## config.mk

```make
export PLATFORM = sky130hd
export DESIGN_NAME = nes_loader_top
export DESIGN_NICKNAME = d
export VERILOG_FILES = /design/src/verilog/nes_cart_pkg.sv /design/src/verilog/nes_host_pkg.sv /design/src/verilog/host_regs.sv /design/src/verilog/ines_loader.sv /design/src/verilog/joypad_port.sv /design/src/verilog/nes_loader_top.sv
export VERILOG_INCLUDE_DIRS = /design/src /design/src/verilog
export SDC_FILE = /design/constraint.sdc
export NUM_CORES = 1
export LEC_CHECK = 0
export ABC_AREA = 0
export BUFFER_PORTS_ARGS = -buffer_cell sky130_fd_sc_hd__buf_4
export CORE_MARGIN = 2
export CORE_UTILIZATION = 59
export CTS_BUF_LIST = sky130_fd_sc_hd__clkbuf_8
export DETAILED_ROUTE_END_ITERATION = 16
export PLACE_DENSITY = 0.82
export RECOVER_POWER = 25
export SKIP_LAST_GASP = 1
export SLEW_MARGIN = 5
export SYNTH_ARGS = -nofsm -noshare
export SYNTH_HDL_FRONTEND = slang
export SYNTH_SLANG_ARGS = --single-unit
```

## constraint.sdc

```tcl
create_clock -name clk -period 2.69 [get_ports clk]
set_clock_uncertainty 0.2 [all_clocks]
set_input_delay 0.1345 -clock clk [delete_from_list [all_inputs] [get_ports clk]]
set_output_delay 0.1345 -clock clk [all_outputs]
set_load 0.01 [all_outputs]
```

## src/verilog/nes_loader_macros.svh

```systemverilog
// ================================================
// Host register map, iNES signature bytes and
// loader address constants
// ================================================
`ifndef NES_LOADER_MACROS_SVH
`define NES_LOADER_MACROS_SVH

// Host register addresses
`define NES_REG_CONF  8'h35  // Bit 0 holds the loader in reset
`define NES_REG_ROM   8'h37  // ROM byte stream
`define NES_REG_BTN1  8'h40
`define NES_REG_BTN2  8'h41

// Linear memory layout
`define NES_CHR_BASE  22'h200000
`define NES_PRG_SHIFT 14     // 16 KiB PRG units
`define NES_CHR_SHIFT 13     // 8 KiB CHR units

// "NES" followed by MS-DOS EOF
`define NES_MAGIC_0   8'h4E
`define NES_MAGIC_1   8'h45
`define NES_MAGIC_2   8'h53
`define NES_MAGIC_3   8'h1A

`endif

```

## src/verilog/nes_cart_pkg.sv

```systemverilog
// ================================================
// Cartridge types: loader state, size codes,
// linear address and the mapper flags word
// ================================================
package nes_cart_pkg;

  typedef enum logic [1:0] {
    HEADER = 2'd0,  // Collecting the 16 header bytes
    PRG    = 2'd1,
    CHR    = 2'd2,
    FAIL   = 2'd3   // Bad header, held until reset
  } load_state_t;

  // Rounded-up log2 of a unit count, 0..7
  typedef logic [2:0] size_code_t;

  typedef logic [21:0] linear_addr_t;

  // ================================================
  // Mapper flags as decoded by the mapper logic
  // ================================================
  typedef struct packed {
    logic [7:0] pad;
    logic [3:0] hdr7_low;
    logic [3:0] hdr6_low;
    logic       has_chr_ram;  // No CHR ROM in the image
    logic       mirroring;
    size_code_t chr_size;
    size_code_t prg_size;
    logic [7:0] mapper;
  } mapper_fields_t;

  // Console core takes the raw word, mapper logic the fields
  typedef union packed {
    logic [31:0]    raw;
    mapper_fields_t fields;
  } mapper_flags_u;

endpackage

```

## src/verilog/nes_host_pkg.sv

```systemverilog
// ================================================
// Host link types: register address, data byte
// and the controller button byte
// ================================================
package nes_host_pkg;

  // Register address from the serial host link
  typedef logic [7:0] host_addr_t;

  // Data byte written with each host strobe
  typedef logic [7:0] host_data_t;

  // Controller buttons in shift order
  // Bit 0 is A and goes out first
  // Then B, Select, Start, Up, Down, Left
  // Bit 7 is Right and goes out last
  typedef logic [7:0] buttons_t;

endpackage

```

## src/verilog/host_regs.sv

```systemverilog
// ================================================
// Host register block: config, ROM stream, buttons
// ================================================
`include "nes_loader_macros.svh"

module host_regs (
  input  logic                     clk,
  input  logic                     reset,
  input  nes_host_pkg::host_addr_t host_addr,
  input  nes_host_pkg::host_data_t host_data,
  input  logic                     host_write,
  output nes_host_pkg::host_data_t rom_byte,
  output logic                     rom_stb,
  output logic                     loader_reset,
  output nes_host_pkg::buttons_t   btn_1,
  output nes_host_pkg::buttons_t   btn_2
);

  nes_host_pkg::host_data_t conf_q;

  // ================================================
  // Control registers
  // ================================================
  always_ff @(posedge clk) begin
    if (reset) begin
      conf_q  <= '0;
      btn_1   <= '0;
      btn_2   <= '0;
      rom_stb <= 1'b0;
    end else begin
      rom_stb <= host_write && (host_addr == `NES_REG_ROM);  // One cycle behind the write
      if (host_write) begin
        if (host_addr == `NES_REG_CONF) conf_q <= host_data;
        if (host_addr == `NES_REG_BTN1) btn_1 <= host_data;
        if (host_addr == `NES_REG_BTN2) btn_2 <= host_data;
      end
    end
  end

  // ROM byte travels with its strobe
  always_ff @(posedge clk) begin
    if (host_write && (host_addr == `NES_REG_ROM)) begin
      rom_byte <= host_data;
    end
  end

  // Soft reset from config bit 0 joins the system reset here only
  assign loader_reset = reset || conf_q[0];

endmodule

```

## src/verilog/ines_loader.sv

```systemverilog
// ================================================
// iNES header parser and PRG/CHR address sequencer
// ================================================
`include "nes_loader_macros.svh"

module ines_loader (
  input  logic                        clk,
  input  logic                        loader_reset,
  input  nes_host_pkg::host_data_t    rom_byte,
  input  logic                        rom_stb,
  output nes_cart_pkg::linear_addr_t  load_addr,
  output nes_host_pkg::host_data_t    load_data,
  output logic                        load_write,
  output nes_cart_pkg::mapper_flags_u mapper_flags,
  output logic                        load_done,
  output logic                        load_error
);

  nes_cart_pkg::load_state_t  state;
  logic [3:0]                 hdr_cnt;     // Header byte index
  nes_host_pkg::host_data_t   hdr [8];     // Bytes 8..15 carry nothing used here
  nes_cart_pkg::linear_addr_t bytes_left;  // Left in current segment
  nes_cart_pkg::linear_addr_t prg_bytes;
  nes_cart_pkg::linear_addr_t chr_bytes;
  logic                       hdr_ok;
  logic                       in_segment;

  // Rounded-up log2 of a unit count, saturating at 7
  function automatic nes_cart_pkg::size_code_t size_code(input logic [7:0] units);
    nes_cart_pkg::size_code_t code;
    code = 3'd7;
    for (int i = 6; i >= 0; i--) begin
      if (units <= (9'd1 << i)) code = 3'(i);
    end
    return code;
  endfunction

  assign prg_bytes = nes_cart_pkg::linear_addr_t'(hdr[4]) << `NES_PRG_SHIFT;
  assign chr_bytes = nes_cart_pkg::linear_addr_t'(hdr[5]) << `NES_CHR_SHIFT;

  // Signature plus no trainer and no 4-screen layout
  assign hdr_ok = (hdr[0] == `NES_MAGIC_0) && (hdr[1] == `NES_MAGIC_1) &&
                  (hdr[2] == `NES_MAGIC_2) && (hdr[3] == `NES_MAGIC_3) &&
                  !hdr[6][2] && !hdr[6][3];

  assign in_segment = (state == nes_cart_pkg::PRG) || (state == nes_cart_pkg::CHR);
  assign load_write = in_segment && (bytes_left != '0) && rom_stb;
  assign load_data  = rom_byte;
  assign load_error = (state == nes_cart_pkg::FAIL);

  // Header storage
  always_ff @(posedge clk) begin
    if ((state == nes_cart_pkg::HEADER) && rom_stb && !hdr_cnt[3]) begin
      hdr[hdr_cnt[2:0]] <= rom_byte;
    end
  end

  // ================================================
  // Load sequencer
  // ================================================
  always_ff @(posedge clk) begin
    if (loader_reset) begin
      state      <= nes_cart_pkg::HEADER;
      hdr_cnt    <= '0;
      bytes_left <= '0;
      load_addr  <= '0;
      load_done  <= 1'b0;
    end else begin
      case (state)
        nes_cart_pkg::HEADER: begin
          if (rom_stb) begin
            hdr_cnt <= hdr_cnt + 4'd1;
            if (hdr_cnt == 4'hf) begin
              state      <= hdr_ok ? nes_cart_pkg::PRG : nes_cart_pkg::FAIL;
              bytes_left <= prg_bytes;
            end
          end
        end
        nes_cart_pkg::PRG, nes_cart_pkg::CHR: begin
          if (bytes_left != '0) begin
            if (rom_stb) begin
              bytes_left <= bytes_left - 22'd1;
              // Last PRG byte already points the address at CHR
              if ((state == nes_cart_pkg::PRG) && (bytes_left == 22'd1)) begin
                load_addr <= `NES_CHR_BASE;
              end else begin
                load_addr <= load_addr + 22'd1;
              end
            end
          end else if (state == nes_cart_pkg::PRG) begin
            state      <= nes_cart_pkg::CHR;  // Idle cycle between segments
            bytes_left <= chr_bytes;
            load_addr  <= `NES_CHR_BASE;
          end else begin
            load_done <= 1'b1;
          end
        end
        default: begin
          // FAIL holds until the next reset
        end
      endcase
    end
  end

  // Flags word from header bytes 4..7
  always_comb begin
    mapper_flags.fields.pad         = '0;
    mapper_flags.fields.hdr7_low    = hdr[7][3:0];
    mapper_flags.fields.hdr6_low    = hdr[6][3:0];
    mapper_flags.fields.has_chr_ram = (hdr[5] == '0);
    mapper_flags.fields.mirroring   = hdr[6][0];
    mapper_flags.fields.chr_size    = size_code(hdr[5]);
    mapper_flags.fields.prg_size    = size_code(hdr[4]);
    mapper_flags.fields.mapper      = {hdr[7][7:4], hdr[6][7:4]};
  end

endmodule

```

## src/verilog/joypad_port.sv

```systemverilog
// ================================================
// Two controller shift registers
// ================================================
module joypad_port (
  input  logic                   clk,
  input  logic                   reset,
  input  nes_host_pkg::buttons_t btn_1,
  input  nes_host_pkg::buttons_t btn_2,
  input  nes_host_pkg::buttons_t usb_buttons,
  input  logic                   joypad_strobe,
  input  logic [1:0]             joypad_clock,
  output logic [1:0]             joypad_data
);

  nes_host_pkg::buttons_t shift_q [2];
  nes_host_pkg::buttons_t load_val [2];
  logic [1:0]             clock_q;  // Previous joypad_clock
  logic [1:0]             clock_fall;

  // Port 1 merges host and keypad buttons
  assign load_val[0] = btn_1 | usb_buttons;
  assign load_val[1] = btn_2;

  assign clock_fall = clock_q & ~joypad_clock;

  // ================================================
  // Shift registers
  // ================================================
  always_ff @(posedge clk) begin
    if (reset) begin
      shift_q[0] <= '0;
      shift_q[1] <= '0;
      clock_q    <= '0;
    end else begin
      clock_q <= joypad_clock;
      for (int i = 0; i < 2; i++) begin
        if (joypad_strobe) begin
          shift_q[i] <= load_val[i];                 // Parallel load while strobed
        end else if (clock_fall[i]) begin
          shift_q[i] <= {1'b0, shift_q[i][7:1]};     // Zero fill after 8 bits
        end
      end
    end
  end

  assign joypad_data = {shift_q[1][0], shift_q[0][0]};

endmodule

```

## src/verilog/nes_loader_top.sv

```systemverilog
// ================================================
// Loader front end: register block, iNES loader,
// joypad ports
// ================================================
module nes_loader_top (
  input  logic                        clk,
  input  logic                        reset,
  // Host link
  input  nes_host_pkg::host_data_t    host_data,
  input  nes_host_pkg::host_addr_t    host_addr,
  input  logic                        host_write,
  // Controller side
  input  logic                        joypad_strobe,
  input  logic [1:0]                  joypad_clock,
  input  nes_host_pkg::buttons_t      usb_buttons,
  output logic [1:0]                  joypad_data,
  // Memory load stream
  output nes_cart_pkg::linear_addr_t  load_addr,
  output nes_host_pkg::host_data_t    load_data,
  output logic                        load_write,
  output nes_cart_pkg::mapper_flags_u mapper_flags,
  output logic                        load_done,
  output logic                        load_error
);

  nes_host_pkg::host_data_t rom_byte;
  logic                     rom_stb;
  logic                     loader_reset;
  nes_host_pkg::buttons_t   btn_1;
  nes_host_pkg::buttons_t   btn_2;

  host_regs u_host_regs (
    .clk          (clk),
    .reset        (reset),
    .host_addr    (host_addr),
    .host_data    (host_data),
    .host_write   (host_write),
    .rom_byte     (rom_byte),
    .rom_stb      (rom_stb),
    .loader_reset (loader_reset),
    .btn_1        (btn_1),
    .btn_2        (btn_2)
  );

  ines_loader u_ines_loader (
    .clk          (clk),
    .loader_reset (loader_reset),
    .rom_byte     (rom_byte),
    .rom_stb      (rom_stb),
    .load_addr    (load_addr),
    .load_data    (load_data),
    .load_write   (load_write),
    .mapper_flags (mapper_flags),
    .load_done    (load_done),
    .load_error   (load_error)
  );

  joypad_port u_joypad_port (
    .clk           (clk),
    .reset         (reset),
    .btn_1         (btn_1),
    .btn_2         (btn_2),
    .usb_buttons   (usb_buttons),
    .joypad_strobe (joypad_strobe),
    .joypad_clock  (joypad_clock),
    .joypad_data   (joypad_data)
  );

endmodule

```

# Word-level counts from Yosys, hierarchy flattened
# Memory sizes are Yosys's and may differ from the RTL's.
# Index checks and enable logic that the tools add are counted.
# totals
mem_count,2
wordCells,138
ram_bits,80
regBits,79
input_bits,30
# op_classes
order_cmp,14
reduce_logical,30
n_eq_ne,20
bitwise,9
n_mux,49
addsub,3
# mem_list
name,words,word_bits,rd,rd_ports_with_merged_regs,write_ports,line,text
u_ines_loader.hdr,8,8,8,0,1,ines_loader.sv:21,nes_host_pkg::host_data_t hdr [8];
u_joypad_port.shift_q,2,8,2,0,2,joypad_port.sv:15,nes_host_pkg::buttons_t shift_q [2];
# ops
cell,count
22-bit two-way mux,9
22-bit case mux with 2 select lines,1
"8-bit by 7-bit == test with 1-bit output, second input constant",5
8-bit two-way mux,4
3-bit two-way mux,8
"22-bit by 1-bit adder with 22-bit output, second input constant",1
"22-bit by 1-bit == test with 1-bit output, second input constant",1
22-bit nonzero test,1
"22-bit by 1-bit subtractor with 22-bit output, second input constant",1
2-bit two-way mux,9
1-bit two-way mux,17
"8-bit by 6-bit == test with 1-bit output, second input constant",2
"8-bit by 1-bit <= comparator with 1-bit output, second input constant",2
"8-bit by 2-bit <= comparator with 1-bit output, second input constant",2
"8-bit by 3-bit <= comparator with 1-bit output, second input constant",2
"8-bit by 4-bit <= comparator with 1-bit output, second input constant",2
"8-bit by 5-bit <= comparator with 1-bit output, second input constant",2
"8-bit by 6-bit <= comparator with 1-bit output, second input constant",2
"8-bit by 7-bit <= comparator with 1-bit output, second input constant",2
1-bit logical AND,11
5-bit AND reduction,2
"8-bit by 5-bit == test with 1-bit output, second input constant",1
8-bit logical NOT,1
"2-bit inequality test, second input constant",4
20 further kinds,33

# Logic depth before layout (Yosys ltp)
# An unclocked memory read counts as a cell.
# logic_depth
word_depth,11
mapped_depth,10
ltp_nobuf,8

# Cells and area by module
# Synthesis repeated with hierarchy kept, for this count alone.
# unflattened
hier_cells,637
area_unflattened_um2,7206.9
# by_module_without_submodules
module,area_each_um2,cells_each,instances,seq_area_each_um2
ines_loader,5336.4,491,1,2942.8
host_regs,1064.8,87,1,600.6
joypad_port,805.8,59,1,510.5

# Worst setup path before layout
# No wires, ideal clock.
# synth_timing
path_kind,register to register
start,reg u_ines_loader.bytes_left[0]
end,reg u_ines_loader.load_addr[15]
path_stages_with_launch,10
required_time_ns,2.420
arrival_time_ns,2.185
period_less_slack_ns,2.455
setup_slack_ns,0.235
setup_ns,0.070
path_cell_list,dfxtp_1 inv_1 ha_1 nor3b_2 and4_1 buf_2 a21oi_1 o2111ai_2 or3_1 a21oi_1
# synth_between
elab_chain_cells,5
# synth_lines
element,line,text
start: declaration,ines_loader.sv:22,nes_cart_pkg::linear_addr_t bytes_left;
start signal: assignment,ines_loader.sv:75,bytes_left <= prg_bytes;
start signal: assignment,ines_loader.sv:82,bytes_left <= bytes_left - 22'd1;
start signal: assignment,ines_loader.sv:92,bytes_left <= chr_bytes;
22-bit by 1-bit == test with 1-bit output,ines_loader.sv:84,if ((state == nes_cart_pkg::PRG) && (bytes_left == 22'd1)) begin
1-bit logical AND,ines_loader.sv:84,
22-bit two-way mux,ines_loader.sv:84,
22-bit two-way mux,ines_loader.sv:81,if (rom_stb) begin
22-bit two-way mux,ines_loader.sv:80,if (bytes_left != '0) begin
end signal: assignment,ines_loader.sv:85,load_addr <= `NES_CHR_BASE;
end signal: assignment,ines_loader.sv:87,load_addr <= load_addr + 22'd1;
end signal: assignment,ines_loader.sv:93,load_addr <= `NES_CHR_BASE;
end: declaration,ines_loader.sv:11,"output nes_cart_pkg::linear_addr_t load_addr,"
# Several ways; a longest one is shown, not always the timed one. The select of a mux whose other input is x is not followed.
# A chain may end at the register's enable or synchronous reset.

==> results.yml <==
outcome:
  outcome: "complete, no violations"
sta:
  fin_crit_ns: 2.56
  setup_slack_ns: 0.125
  slew_viol_final: 0
  hold_viol: 0
  maxSlewHeadroom_pct: 50.0
  tightest_slew_ns: 0.745
  rsz0062_at_grt: "true"
  setup_violations: 0
  fmax_mhz: 390
  period_share_pct: 95.3
drt:
  wl_met2_um: 8740
  wl_met1_um: 6780
  wl_per_cell_um: 18.2
  wl_met3_um: 1370
  vias: 5738
  drt_iter0_markers: 365
  top_layer_used: "met4"
  drtAntennaViolNets: 0
  vias_per_cell: 6.07
  firstDrtPassIters: 7
  remaining_drc_errors: 0
  drt-total-wl_um: 17200
global_routing:
  grt_max_degree: 27
  antenna_found_initial: 0
  track_usage_pct: 27.8
  first_global_vias: 5587
  grt_pass1_wl_um: 27600
  grt-ovfl-total: 0
critical_path:
  cp.arrival_ns: 2.23
  critPathRequiredTime_ns: 2.36
  end_kind: "output port"
  critPathKind: "reg2out"
  worst-path-max-fanout: 5
  r2r-start: "u_ines_loader.bytes_left[1]"
  reg2reg_to: "u_ines_loader.bytes_left[12]"
  startpoint_type: "flip-flop"
  ff2ff_path_depth: 9
  reg2reg_slack_ns: 0.16
placed_design:
  dpl.cell_count: 879
  hpwl_um: 11200
  dp_slack_ns: 0.128
  port_buffers: 88
  gp_routability_congestion: 0.932
synth:
  synth_edf_count: 87
  async_reset_ff_share_pct: 0
  synth_largest_area_cell: "edfxtp_1"
  synth_most_common_cell: "edfxtp_1"
  syn_area_um2: 6960
  syn_inst: 644
  synth_common_cells: "87 x edfxtp_1, 76 x nor2_1, 72 x dfxtp_1"
  synth_top_area_share_pct: 37.5
  ys_top_cells_by_area: "edfxtp_1 38%, dfxtp_1 21%, nor2_1 4.1%"
  synth_cell_type_count: 65
  syn_avg_cell_area_um2: 10.8
  yosys_warnings: 0
  ys_ff_latch: 159
  ys.flop_type: "edfxtp_1"
  yosysSeqAreaShare_pct: 58.2
job:
  cap_violations: 0
min_path:
  hold_path_end: "u_host_regs.conf_q[0]"
  holdPathStages: 7
  hp-class: "in2reg"
  hold_path.startpoint: "host_addr[7]"
final_layout:
  drive_above_1_share_pct: 19.7
  final_cells: 945
  area_delta_synth_final_pct: 24.0
  diodes: 0
  nNetsFinal: 827
  fill_cells: 765
clocking:
  ctsHtreeMaxLevel: 4
  insertion_delay_ns: 0.46
  cts.clk_slew.worst_paths_ns: 0.09
  cts_tree: "yes"
  numClockSinks: 159
  clockRootBuffer: "clkbuf_8"
  numCtsBuffers: 17
  clockBufferDepth: 2
die:
  fp.dieH_um: 113
  coreArea_um2: 11500
  num_rows: 39
  initial_core_util_pct: 60.7
  dieArea_um2: 12700
  io_pins: 97
  die_w_um: 113
power:
  power_leakage_nw: 3.42
  switching_share_pct: 22.4
  p_seq_share_pct: 56.9
  power_density_nw_per_um2: 522
  vdd_ir_drop_max_v: 0.000477
  pwr-share-comb_pct: 3.2
  p_int_mw: 3.49
  pwr-share-clk_pct: 39.9
  p_sw_mw: 1.01
[power by group through the flow]
stage          combinational, mW  clock, mW  sequential (mW)
2_1_floorplan             0.0567          0             2.61
3_3_place_gp               0.105          0             2.62
3_5_place_dp               0.108          0             2.62
4_1_cts                    0.143       1.80             2.56
5_1_grt                    0.152       1.91             2.56
6_report                   0.144       1.80             2.56
[state kept, by name (all words and copies together) (netlist names)]
signal                    flops
u_host_regs.btn_1             8
u_host_regs.btn_2             8
u_host_regs.conf_q            1
u_host_regs.rom_byte          8
u_host_regs.rom_stb           1
u_ines_loader.bytes_left     22
u_ines_loader.hdr            64
u_ines_loader.hdr_cnt         4
u_ines_loader.load_addr      22
u_ines_loader.load_done       1
u_ines_loader.state           2
u_joypad_port.clock_q         2
u_joypad_port.shift_q        16
[logic make-up (layout without fill, tap and decap cells)]
logic type | count (synthesis) | after routing | share of synthesized area, %
compound gates | 135 | 135 | 12.8
xor+xnor | 20 | 20 | 2.52
fa+ha+maj | 8 | 8 | 1.44
buf+inv | 47 | 198 | 3.47
flops | 159 | 159 | 58.2
mux | 19 | 19 | 2.73
other cells | 1 | 8 | 0.0538
simple gates | 255 | 255 | 18.8
[layout by cell type (no fill, tap or decap), types with 4 or more instances in the layout]
master           n
edfxtp_1        87
and3_1           4
dfxtp_1         72
inv_1           13
a21oi_1         29
clkbuf_8        18
nor3_1          21
nor4b_1          5
clkbuf_1         8
buf_4          109
or4_1            4
a31oi_1         10
nand4_1         13
a22o_1           7
mux2i_1         19
xor2_1          14
or3_1           15
xnor2_1          6
o21ai_0         36
ha_1             8
nor4_1           5
nand2b_1         5
dlygate4sd3_1   32
nor2b_1          8
o22ai_1          7
nor2_1          76
o211ai_1        11
conb_1           8
nand3_1         14
nand2_1         62
[final cells by class]
cell class                      count  area [µm²]  share of cell area (%)
Clock inverter                     14         160                    1.85
Multi-Input combinational cell    445        2720                    31.5
Timing Repair Buffer              153        1230                    14.2
Clock buffer                       18         248                    2.87
Sequential cell                   159        4050                    46.9
Tap cell                          143         179                    2.07
Inverter                           13        48.8                   0.565
[worst max-delay path by stage]
stage                                   to  slack [ns]                         from
5_1_grt        u_ines_loader.load_addr[18]       -0.05       u_ines_loader.state[0]
4_1_cts        u_ines_loader.bytes_left[1]        0.07  u_ines_loader.bytes_left[1]
3_3_place_gp   u_ines_loader.load_addr[19]        0.26  u_ines_loader.bytes_left[1]
6_report                   mapper_flags[8]        0.13      u_ines_loader.hdr[4][2]
2_1_floorplan  u_ines_loader.load_addr[15]        0.24  u_ines_loader.bytes_left[0]
3_5_place_dp   u_ines_loader.bytes_left[1]        0.13  u_ines_loader.bytes_left[1]
[worst max-delay path, stage by stage (launching register included)]
cell and delay [ns]:
edfxtp_1 0.48, nor4_1 0.56, mux2i_1 0.28, o22ai_1 0.12
a21oi_1 0.18, buf_4 0.15
[routing by layer]
| layer | vias up | GRT usage, % |
|---|---|---|
| li1 | 2662 | - |
| met1 | 2742 | 35.2 |
| met2 | 299 | 46.5 |
| met3 | 35 | 5.72 |
| met4 | 0 | 11.7 |
| met5 | - | 0 |
[stage by stage]
stage / setup TNS [ns] / hold WS (ns) / area, µm² / util [%] / power (mW)
2_1_floorplan: 0 / 0.0334 / 6990 / - / 2.67
3_3_place_gp: 0 / 0.148 / 7880 / 68.7 / 2.72
3_5_place_dp: 0 / 0.145 / 7880 / 68.7 / 2.73
4_1_cts: 0 / 0.0129 / 8610 / 75.1 / 4.51
5_1_grt: -0.241 / 0.0702 / 8630 / 75.3 / 4.62
6_report: 0 / 0.0262 / 8630 / 75.3 / 4.50
[timing repair]
action	CTS	global route
pin swaps	0	3
gates resized for setup	1	7
hold buffers	32	0
endpoints found under the hold margin	37	0
setup endpoints to repair	1	26
buffers inserted	0	2
(Power assumes the default switching activity.)
